<file path="src/verilog/fir_pkg.sv">
/* Decimating FIR definitions: tap count, decimation, coefficients, accumulator and credits.
   Referenced by scoped names from the filter blocks and the testbench. */
`default_nettype none

package fir_pkg;

    // ------------------------------------------------------------------------
    // Filter geometry
    // ------------------------------------------------------------------------
    localparam int FIR_TAPS = 32;
    localparam int DECIM    = 8;

    typedef logic [$clog2(FIR_TAPS)-1:0] tap_idx_t;
    typedef logic signed [17:0]          coef_t;
    typedef logic signed [47:0]          acc_t;

    // Accumulator to sample scaling
    localparam int OUT_SHIFT = 15;

    // Index 0 weights the newest sample
    localparam coef_t FIR_COEFS [FIR_TAPS] = '{
        18'h3FFFE, 18'h3FFFE, 18'h3FFFF, 18'h00006,
        18'h00013, 18'h00027, 18'h00040, 18'h00058,
        18'h00065, 18'h0005B, 18'h0002B, 18'h3FFCC,
        18'h3FF3B, 18'h3FE82, 18'h3FDBC, 18'h3FD13,
        18'h3FCBE, 18'h3FCF9, 18'h3FDFF, 18'h3FFF7,
        18'h002F0, 18'h006D5, 18'h00B6A, 18'h01054,
        18'h0151B, 18'h01942, 18'h01C54, 18'h01DF5,
        18'h01DF5, 18'h01C54, 18'h01942, 18'h0151B
    };

    // ------------------------------------------------------------------------
    // Output flow control
    // ------------------------------------------------------------------------
    localparam int CREDIT_MAX = 4;

    typedef logic [2:0] credit_t;

endpackage

`default_nettype wire

</file>
<file path="src/verilog/synth_pkg.sv">
/* Definitions for the tone side of the voice: MIDI fields, samples and the note table.
   Referenced by scoped names from the RTL and the testbench. */
`default_nettype none

package synth_pkg;

    // ------------------------------------------------------------------------
    // MIDI
    // ------------------------------------------------------------------------
    typedef logic [3:0] midi_cmd_t;
    typedef logic [6:0] midi_data_t;

    localparam midi_cmd_t MIDI_CMD_NOTE_ON  = 4'h9;
    localparam midi_cmd_t MIDI_CMD_NOTE_OFF = 4'h8;

    // ------------------------------------------------------------------------
    // Samples and note timing
    // ------------------------------------------------------------------------
    typedef logic signed [17:0] sample_t;
    typedef logic        [23:0] half_period_t;

    // Velocity lands in bits 15:9 of the level
    localparam int VELOCITY_SHIFT = 9;

    // Dividers of notes 0 to 11, each octave up halves them
    localparam half_period_t SEMITONE_DIV [12] = '{
        24'h5d5084, 24'h5813c2, 24'h532240, 24'h4e77c5,
        24'h4a1054, 24'h45e82b, 24'h41fbbc, 24'h3e47ac,
        24'h3ac8d3, 24'h377c32, 24'h345efa, 24'h316e80
    };

endpackage

`default_nettype wire

</file>
<file path="src/verilog/fir_mac.sv">
/* Multiply-accumulate for the FIR: coefficient lookup, product register and accumulator.
   Loads the scaled sum into result_sample and flags it with acc_done. */
`timescale 1ns/1ns
`default_nettype none

module fir_mac (
    input  wire                    clk,
    input  wire                    reset,
    input  wire                    tap_active,
    input  wire fir_pkg::tap_idx_t  tap_idx,
    input  wire                    tap_last,
    input  wire synth_pkg::sample_t tap_sample,
    output logic                   acc_done,
    output synth_pkg::sample_t     result_sample
);

    fir_pkg::tap_idx_t idx_d;
    logic              active_d;
    logic              first_d;
    logic              last_d;
    fir_pkg::coef_t    coef;
    fir_pkg::acc_t     prod;
    logic              prod_valid;
    logic              prod_first;
    fir_pkg::acc_t     acc;
    fir_pkg::acc_t     acc_next;

    // Index delayed to line up with the registered history read
    assign coef     = fir_pkg::FIR_COEFS[idx_d];
    assign acc_next = (prod_first ? '0 : acc) + prod;

    always_ff @(posedge clk or posedge reset) begin
        if (reset) begin
            active_d   <= 1'b0;
            first_d    <= 1'b0;
            last_d     <= 1'b0;
            prod_valid <= 1'b0;
            prod_first <= 1'b0;
            acc_done   <= 1'b0;
        end else begin
            active_d   <= tap_active;
            first_d    <= tap_active && (tap_idx == '0);
            last_d     <= tap_last;
            prod_valid <= active_d;
            prod_first <= first_d;
            acc_done   <= last_d;
        end
    end

    always_ff @(posedge clk) begin
        idx_d <= tap_idx;
        prod  <= tap_sample * coef;
        if (prod_valid) begin
            acc <= acc_next;
        end
    end

    // last_d coincides with the final product
    always_ff @(posedge clk or posedge reset) begin
        if (reset) begin
            result_sample <= '0;
        end else if (last_d) begin
            result_sample <= synth_pkg::sample_t'(acc_next >>> fir_pkg::OUT_SHIFT);
        end
    end

endmodule

`default_nettype wire

</file>
<file path="src/verilog/fir_sequencer.sv">
/* Decimation phase, FIR run control and credit-based output handshake.
   One run per DECIM smoothed samples; results wait in HOLD until a credit is free. */
`timescale 1ns/1ns
`default_nettype none

module fir_sequencer (
    input  wire  clk,
    input  wire  reset,
    input  wire  smooth_valid,
    input  wire  acc_done,
    input  wire  credit_return,
    output logic run_start,
    output logic sample_out_valid
);

    typedef enum logic [1:0] {
        IDLE,
        RUN,
        HOLD
    } state_t;

    typedef logic [$clog2(fir_pkg::DECIM)-1:0] phase_t;

    state_t           state;
    phase_t           phase;
    fir_pkg::credit_t credits;
    logic             block_done;
    logic             result_ready;
    logic             credit_avail;

    assign block_done   = smooth_valid && (phase == phase_t'(fir_pkg::DECIM - 1));
    assign result_ready = (state == HOLD) || ((state == RUN) && acc_done);
    assign credit_avail = (credits != '0);

    // Same cycle as acc_done when a credit is free
    assign sample_out_valid = result_ready && credit_avail;

    always_ff @(posedge clk or posedge reset) begin
        if (reset) begin
            phase <= '0;
        end else if (block_done) begin
            phase <= '0;
        end else if (smooth_valid) begin
            phase <= phase + 1'b1;
        end
    end

    // ------------------------------------------------------------------------
    // Run FSM, a block completing outside IDLE is dropped
    // ------------------------------------------------------------------------
    always_ff @(posedge clk or posedge reset) begin
        if (reset) begin
            state     <= IDLE;
            run_start <= 1'b0;
        end else begin
            run_start <= 1'b0;
            case (state)
                IDLE: begin
                    if (block_done) begin
                        state     <= RUN;
                        run_start <= 1'b1;
                    end
                end
                RUN: begin
                    if (acc_done) begin
                        state <= credit_avail ? IDLE : HOLD;
                    end
                end
                HOLD: begin
                    if (credit_avail) begin
                        state <= IDLE;
                    end
                end
                default: state <= IDLE;
            endcase
        end
    end

    always_ff @(posedge clk or posedge reset) begin
        if (reset) begin
            credits <= fir_pkg::credit_t'(fir_pkg::CREDIT_MAX);
        end else begin
            credits <= credits + fir_pkg::credit_t'(credit_return)
                               - fir_pkg::credit_t'(sample_out_valid);
        end
    end

endmodule

`default_nettype wire

</file>
<file path="src/verilog/pulse_synth_top.sv">
/* MIDI pulse voice with a 32-tap decimate-by-8 output filter and credit flow control.
   Connects the tone generator, sample history, sequencer, tap counter and MAC. */
`timescale 1ns/1ns
`default_nettype none

module pulse_synth_top (
    input  wire                      clk,
    input  wire                      reset,
    input  wire                      midi_rdy,
    input  wire synth_pkg::midi_cmd_t  midi_cmd,
    input  wire synth_pkg::midi_data_t midi_data0,
    input  wire synth_pkg::midi_data_t midi_data1,
    input  wire                      sample_tick,
    input  wire                      credit_return,
    output logic                     sample_out_valid,
    output synth_pkg::sample_t       sample_out
);

    synth_pkg::sample_t smooth_sample;
    logic               smooth_valid;
    logic               run_start;
    fir_pkg::tap_idx_t  tap_idx;
    logic               tap_active;
    logic               tap_last;
    synth_pkg::sample_t tap_sample;
    logic               acc_done;

    tone_generator tone_generator_inst (
        .clk           (clk),
        .reset         (reset),
        .midi_rdy      (midi_rdy),
        .midi_cmd      (midi_cmd),
        .midi_data0    (midi_data0),
        .midi_data1    (midi_data1),
        .sample_tick   (sample_tick),
        .smooth_sample (smooth_sample),
        .smooth_valid  (smooth_valid)
    );

    sample_history sample_history_inst (
        .clk           (clk),
        .reset         (reset),
        .smooth_valid  (smooth_valid),
        .smooth_sample (smooth_sample),
        .run_start     (run_start),
        .tap_idx       (tap_idx),
        .tap_sample    (tap_sample)
    );

    fir_sequencer fir_sequencer_inst (
        .clk              (clk),
        .reset            (reset),
        .smooth_valid     (smooth_valid),
        .acc_done         (acc_done),
        .credit_return    (credit_return),
        .run_start        (run_start),
        .sample_out_valid (sample_out_valid)
    );

    tap_counter tap_counter_inst (
        .clk        (clk),
        .reset      (reset),
        .run_start  (run_start),
        .tap_idx    (tap_idx),
        .tap_active (tap_active),
        .tap_last   (tap_last)
    );

    fir_mac fir_mac_inst (
        .clk           (clk),
        .reset         (reset),
        .tap_active    (tap_active),
        .tap_idx       (tap_idx),
        .tap_last      (tap_last),
        .tap_sample    (tap_sample),
        .acc_done      (acc_done),
        .result_sample (sample_out)
    );

endmodule

`default_nettype wire

</file>
<file path="src/verilog/sample_history.sv">
/* Ring buffer of the last 32 smoothed samples, read newest-first during a FIR run.
   The read base is frozen at run start so one run sees a fixed window. */
`timescale 1ns/1ns
`default_nettype none

module sample_history (
    input  wire                    clk,
    input  wire                    reset,
    input  wire                    smooth_valid,
    input  wire synth_pkg::sample_t smooth_sample,
    input  wire                    run_start,
    input  wire fir_pkg::tap_idx_t  tap_idx,
    output synth_pkg::sample_t     tap_sample
);

    synth_pkg::sample_t mem [fir_pkg::FIR_TAPS];
    fir_pkg::tap_idx_t  wr_ptr;
    fir_pkg::tap_idx_t  rd_base;
    fir_pkg::tap_idx_t  rd_addr;

    // Wraps around the 32 entries
    assign rd_addr = rd_base - tap_idx;

    always_ff @(posedge clk or posedge reset) begin
        if (reset) begin
            wr_ptr <= '0;
            for (int i = 0; i < fir_pkg::FIR_TAPS; i++) begin
                mem[i] <= '0;
            end
        end else if (smooth_valid) begin
            mem[wr_ptr] <= smooth_sample;
            wr_ptr      <= wr_ptr + 1'b1;
        end
    end

    // Newest sample sits one behind the write pointer
    always_ff @(posedge clk or posedge reset) begin
        if (reset) begin
            rd_base <= '0;
        end else if (run_start) begin
            rd_base <= wr_ptr - 1'b1;
        end
    end

    always_ff @(posedge clk) begin
        tap_sample <= mem[rd_addr];
    end

endmodule

`default_nettype wire

</file>
<file path="src/verilog/tap_counter.sv">
/* Repeat counter for one FIR run: steps the tap index through every tap after run start.
   Flags the cycle after the final tap with a one-cycle pulse. */
`timescale 1ns/1ns
`default_nettype none

module tap_counter (
    input  wire               clk,
    input  wire               reset,
    input  wire               run_start,
    output fir_pkg::tap_idx_t tap_idx,
    output logic              tap_active,
    output logic              tap_last
);

    logic at_end;

    assign at_end = tap_active && (tap_idx == fir_pkg::tap_idx_t'(fir_pkg::FIR_TAPS - 1));

    always_ff @(posedge clk or posedge reset) begin
        if (reset) begin
            tap_idx    <= '0;
            tap_active <= 1'b0;
            tap_last   <= 1'b0;
        end else begin
            tap_last <= at_end;
            if (run_start) begin
                tap_idx    <= '0;
                tap_active <= 1'b1;
            end else if (tap_active) begin
                // Index wraps back to zero on the last tap
                tap_idx <= tap_idx + 1'b1;
                if (at_end) begin
                    tap_active <= 1'b0;
                end
            end
        end
    end

endmodule

`default_nettype wire

</file>
<file path="src/verilog/tone_generator.sv">
/* Pulse voice: decodes note on/off, times the square wave and smooths it once per 8x tick.
   The smoothed sample feeds the decimating filter. */
`timescale 1ns/1ns
`default_nettype none

module tone_generator (
    input  wire                      clk,
    input  wire                      reset,
    input  wire                      midi_rdy,
    input  wire synth_pkg::midi_cmd_t  midi_cmd,
    input  wire synth_pkg::midi_data_t midi_data0,
    input  wire synth_pkg::midi_data_t midi_data1,
    input  wire                      sample_tick,
    output synth_pkg::sample_t       smooth_sample,
    output logic                     smooth_valid
);

    logic                    note_on;
    logic                    note_off;
    logic [3:0]              semitone;
    logic [3:0]              octave;
    synth_pkg::half_period_t half_period;
    synth_pkg::half_period_t timer;
    synth_pkg::sample_t      level;
    synth_pkg::sample_t      vel_level;
    logic signed [18:0]      smooth_sum;

    assign note_on  = midi_rdy && (midi_cmd == synth_pkg::MIDI_CMD_NOTE_ON);
    assign note_off = midi_rdy && (midi_cmd == synth_pkg::MIDI_CMD_NOTE_OFF);

    // Table gives a full period, so one extra shift for half
    assign half_period = synth_pkg::SEMITONE_DIV[semitone] >> (octave + 4'd1);
    assign vel_level   = synth_pkg::sample_t'({1'b0, midi_data1}) << synth_pkg::VELOCITY_SHIFT;
    assign smooth_sum  = 19'(level) + 19'(smooth_sample);

    always_ff @(posedge clk or posedge reset) begin
        if (reset) begin
            semitone <= 4'd0;
            octave   <= 4'd0;
        end else if (note_on) begin
            semitone <= 4'(midi_data0 % 7'd12);
            octave   <= 4'(midi_data0 / 7'd12);
        end
    end

    // ------------------------------------------------------------------------
    // Half-period timer and square level
    // ------------------------------------------------------------------------
    always_ff @(posedge clk or posedge reset) begin
        if (reset) begin
            timer <= '0;
            level <= '0;
        end else if (note_on) begin
            timer <= '0;
            level <= vel_level;
        end else if (note_off) begin
            timer <= '0;
            level <= '0;
        end else if (timer == half_period) begin
            timer <= '0;
            level <= -level;
        end else begin
            timer <= timer + 1'b1;
        end
    end

    // One-pole smoothing at the tick rate
    always_ff @(posedge clk or posedge reset) begin
        if (reset) begin
            smooth_sample <= '0;
            smooth_valid  <= 1'b0;
        end else begin
            smooth_valid <= sample_tick;
            if (sample_tick) begin
                smooth_sample <= synth_pkg::sample_t'(smooth_sum >>> 1);
            end
        end
    end

endmodule

`default_nettype wire
</file>
<file path="config.mk">
export PLATFORM = sky130hd
export DESIGN_NAME = pulse_synth_top
export DESIGN_NICKNAME = d
export VERILOG_FILES = /design/src/verilog/fir_pkg.sv /design/src/verilog/synth_pkg.sv /design/src/verilog/fir_mac.sv /design/src/verilog/fir_sequencer.sv /design/src/verilog/pulse_synth_top.sv /design/src/verilog/sample_history.sv /design/src/verilog/tap_counter.sv /design/src/verilog/tone_generator.sv
export SDC_FILE = /design/constraint.sdc
export NUM_CORES = 2
export LEC_CHECK = 0
export BUFFER_PORTS_ARGS = -buffer_cell sky130_fd_sc_hd__buf_2
export CELL_PAD_IN_SITES_DETAIL_PLACEMENT = 1
export CELL_PAD_IN_SITES_GLOBAL_PLACEMENT = 2
export CORE_ASPECT_RATIO = 0.5
export CORE_MARGIN = 3
export CORE_UTILIZATION = 31
export CTS_CLUSTER_SIZE = 25
export DETAILED_ROUTE_END_ITERATION = 7
export PLACE_DENSITY = 0.63
export REMOVE_ABC_BUFFERS = 1
export SETUP_SLACK_MARGIN = 0.1
export SYNTH_ARGS = -nofsm -noshare
export SYNTH_HDL_FRONTEND = slang
export SYNTH_SLANG_ARGS = --single-unit
</file>
<file path="constraint.sdc">
create_clock -name clk -period 27.8 [get_ports clk]
set_clock_uncertainty 0.15 [all_clocks]
set_input_delay 1.39 -clock clk [delete_from_list [all_inputs] [get_ports clk]]
set_output_delay 1.39 -clock clk [all_outputs]
set_load 0.05 [all_outputs]
</file>
# == Word-level counts from Yosys, hierarchy flattened ==
# Memory sizes are Yosys's and may differ from the RTL's.
# Index checks and enable logic that the tools add are counted.
# word_totals
ramBits,0
rom_bits,960
input_bits,23
latchBits,0
memories,2
ff_bits,814
# mem_list
memory,depth,word_bits,read_ports,rd_ports_with_merged_regs,write_ports,line_no,text
(name not given),32,18,1,0,0,fir_mac.sv:29,assign coef = fir_pkg::FIR_COEFS[idx_d];
(name not given),16,24,1,0,0,tone_generator.sv:32,assign half_period = synth_pkg::SEMITONE_DIV[semitone] >> (octave + 4'd1);
# op_classes
magnitude_cmp,5
reduce_logical,16
multipliers,1
n_div,2
mux,31
eq_ne,10
n_shift,1
addsub,12
bitwise_logic,4
# op_table
cell,count
$bwmux 576,1
$mux 18,8
$mux 24,5
$bmux 18 s5,1
$demux 18 s5,1
$add 48x48->48,1
$mux 48,1
$mul 18x18->36,1
$add 24x1->24 const B,1
$eq 24x24->1,1
$shr 24x4->24,1
$add 18x18->19,1
$ge 6x6->1 const B,3
$neg 18->18,1
$not 5->6,3
$add 5x1->5 const B,2
$mux 5,2
$eq 4x4->1 const B,2
$logic_and 1x1->1,8
$mux 2,4
$div 7x4->7 const B,1
$mod 7x4->7 const B,1
$lt 6x1->1 const B,1
$mux 3,2
21 further kinds,29

# == Longest topological paths before layout ==
# logic_depth
word_depth,9
mapped_depth,33
depth_no_buf,31

# == By module ==
# A second synthesis with hierarchy kept.
# hier_totals
hier_cells,4815
area_unflattened_um2,52337.7
# modules_own_cells
mod,cells_each,area_per_inst_um2,n_inst
sample_history,2207,28582.4,1
fir_mac,1743,16405.7,1
tone_generator,800,6557.5,1
fir_sequencer,37,441.7,1
tap_counter,28,350.3,1

# == Least setup slack after synthesis ==
# Ideal clock, no wire load.
# synth_timing
path_type,register -> register
from,register fir_mac_inst.idx_d[0]
to,register fir_mac_inst.prod[30]
path_stages_with_launch,31
setup_time_ps,72
slack_ps,20050
t_arrival_ps,7528
path_cell_list,dfxtp_1 > clkbuf_1 > inv_1 > ha_1 > mux2i_1 > nor2_1 > a221oi_1 > clkbuf_1 > nand2_1 > inv_1 > fa_1 > fa_1 > ha_1 > inv_1 > fa_1 > inv_1 > fa_1 > inv_1 > fa_1 > inv_1 > ha_1 > a21o_1 > a21o_1 > a21o_1 > a21o_1 > a21oi_1 > o21ai_0 > or4_1 > a31o_2 > a21oi_1 > xnor2_1
# synth_between
elab_chain_cells,5
# synth_lines
item,line_no,text
"start, declared",fir_mac.sv:17,fir_pkg::tap_idx_t idx_d;
"start signal, assigned",fir_mac.sv:51,idx_d <= tap_idx;
$not 5->6 (implied by the code),fir_mac.sv:29,
$mem_v2 32x18,n/a,
$mux 18 (implied by the code) (2 in series),fir_mac.sv:29,
$mul 18x18->36,fir_mac.sv:52,prod <= tap_sample * coef;
"end signal, assigned",fir_mac.sv:52,
"end, declared",fir_mac.sv:22,fir_pkg::acc_t prod;
# No other way between the ends. The select of a mux whose other input is x is not followed.
# A chain may end at the register's enable or synchronous reset.

# == Worst setup path in the final report ==
# layout_timing
from,register fir_mac_inst.idx_d[2]
to,register fir_mac_inst.prod[29]
# The elaborated chain is that of the path after synthesis.

==> results.ini <==
[global_routing]
grt_max_degree=190
track_usage=0.167
antenna_found_initial=6
grt_overflow_total=0
grt_pass1_wl_um=219000
grt_pass1_vias=35500

[cts]
h-tree-depth=3
clkLatencyLatePin_ps=690
cts_sinks=783
cts_tree=yes
cts-root-buf=clkbuf_16
clk_pin_slew_ps=70
ctsHoldBuffers=0
cts_buffer_depth=3
post_cts.repair.setup_buffers=0
numCtsBuffers=81
cts_resized=0

[die]
start_util=0.315
num_rows=103
fp.dieH_um=290
die-area_um2=167000
core_um2=159000
pin_count=42
dieWidth_um=575

[critical_path]
rr_worst_depth=27
cp-endpoint=fir_mac_inst.prod[29]
critical-path-max-stage-delay_ps=990
r2r-end=fir_mac_inst.prod[29]
critPathKind=flip-flop to flip-flop
crit_path_frequent_cell=fa_1
path_max_fanout=30
crit_arrival_ps=8940
crit_cells=27
endpoint_kind=flip-flop
crit_family=adder cells
r2r_slack_ps=19300
worst_setup_path_start_kind=flip-flop
worst_ep_required_time_ps=28240
slowest_stage=dfxtp_1
crit_buf_inv=6
r2r_start=fir_mac_inst.idx_d[2]
crit_start=fir_mac_inst.idx_d[2]

[timing]
worst_pin_slew_ps=1240
clock.fmax_ghz=0.118
drv_slew=0
finalHoldViolCount=0
fin_crit_sh=0.306
period_minus_slack_ps=8500
tns_ps=0
setup_violations=0
rsz0062_at_grt=false
slew_headroom=0.172

[layout]
mostFrequentLayoutCell=dfrtp_1
drive_gt1_frac=0.257
fin_util=0.348
fin_area_um2=55500
n_antenna_cell=0
stdcell_count=6364
final_cell_mix=693 x dfrtp_1, 604 x mux2_2, 447 x inv_1, 302 x fa_1, 232 x nand2_1
area_growth_pct=10.7
fin_nets=4649

[place]
gp_congestion=0.799
place_area_um2=52700
port_buffers=41
dpl.hpwl_um=92000
dp.cells=6214

[synthesis]
synth_cell_types=84
avgSynthCellArea_um2=11.9
synth_top_area_frac=0.346
syn_area_um2=50100
synth_edf_count=33
ys_seq_area_frac=0.389
ys_seq_elements=783
ys_top_cells_by_area=dfrtp_1 35%, mux2_2 14%, fa_1 12%, mux4_2 8.2%, ha_1 4.4%
synthCells=4208
synth-warning-count=0
synth_ff_type=dfrtp_1
yosysTopAreaCell=dfrtp_1
synthArstFlopShare=0.886

[drt]
wl_um=138000
viasPerCell=5.00
first_pass_iters=5
wl_per_cell_um=21.7
via_count=31800
antenna_left=0
drt_iter0_markers=1678
drc=0

[worst_hold_path]
min_path_type=flip-flop to flip-flop

[flow_run]
maxCapViolations=0

[status]
outcome=complete, no violations

[cells by family after synthesis]
kind of cell	share of synthesized area
flip-flops	0.389
buffers and inverters	0.0545
XOR/XNOR	0.0250
AO/OA/AOI/OAI	0.0593
AND/OR/NAND/NOR	0.0835
multiplexers	0.223
adder cells (fa/ha/maj)	0.166
[cell usage after synthesis (7+ instances only)]
cell type,n
dfrtp_1,693
mux2_2,604
inv_1,448
fa_1,303
nand2_1,232
clkbuf_1,201
mux4_2,182
ha_1,178
nor2_1,147
and2_1,125
a21oi_1,107
o21ai_0,107
xnor2_1,105
nor2b_1,102
nand3_1,75
dfxtp_1,56
a21o_1,41
nand2b_1,41
nor3_1,38
xor2_1,38
edfxtp_1,33
mux2i_1,29
o211ai_1,24
buf_2,22
buf_1,20
o21a_1,20
and3_1,14
a211oi_1,11
o21bai_1,11
a32oi_1,10
nor4_1,10
o31ai_1,10
nand3b_1,9
or3_1,9
nor3b_1,8
a31oi_1,7
o2111ai_1,7
or4_1,7
[layer usage]
layer,vias to the layer above,track usage,routed length [µm]
met3,148,0.0211,3560
li1,14300,-,-
met4,0,0.0326,2480
met2,360,0.276,65200
met5,-,0,0
met1,17000,0.236,66800
[flip-flops by register name, summed over array words and instances, names as in the netlist, 17 cells and up]
| register | flops |
|---|---|
| sample_history_inst.tap_sample | 18 |
| tone_generator_inst.smooth_sample | 18 |
| sample_history_inst.mem | 576 |
| tone_generator_inst.timer | 24 |
| fir_mac_inst.result_sample | 18 |
| fir_mac_inst.acc | 33 |
| fir_mac_inst.prod | 33 |
| tone_generator_inst.level | 17 |
[stage by stage]
| step | hold WS, ps | worst slack [ps] |
|---|---|---|
| after global placement | 185 | 19310 |
| after global routing | 223 | 18550 |
| final | 200 | 19300 |
| after floorplan | 181 | 6800 |
| after CTS | 204 | 19220 |
| after detailed placement | 188 | 19250 |
[worst min-delay path by stage]
stage,startpoint,to,cells after the start
after CTS,fir_mac_inst.active_d,fir_mac_inst.prod_valid,0
after global placement,fir_mac_inst.active_d,fir_mac_inst.prod_valid,0
after floorplan,tap_counter_inst.tap_last,fir_mac_inst.last_d,0
final,fir_mac_inst.active_d,fir_mac_inst.prod_valid,0
after global routing,tap_counter_inst.tap_last,fir_mac_inst.last_d,0
after detailed placement,fir_mac_inst.active_d,fir_mac_inst.prod_valid,0
[cell type report]
cell class / count / area (µm²)
repair buffers: 108 / 746
clock buffers: 116 / 2400
flip-flops and latches: 783 / 19500
fillers: 17100 / 104000
inverters: 449 / 1690
multi-input cells: 2722 / 28100
well taps: 2152 / 2690
clock inverters: 34 / 380
Power is not shown: default switching activity piles up to over one toggle a cycle in this logic, so the estimate is an artifact.
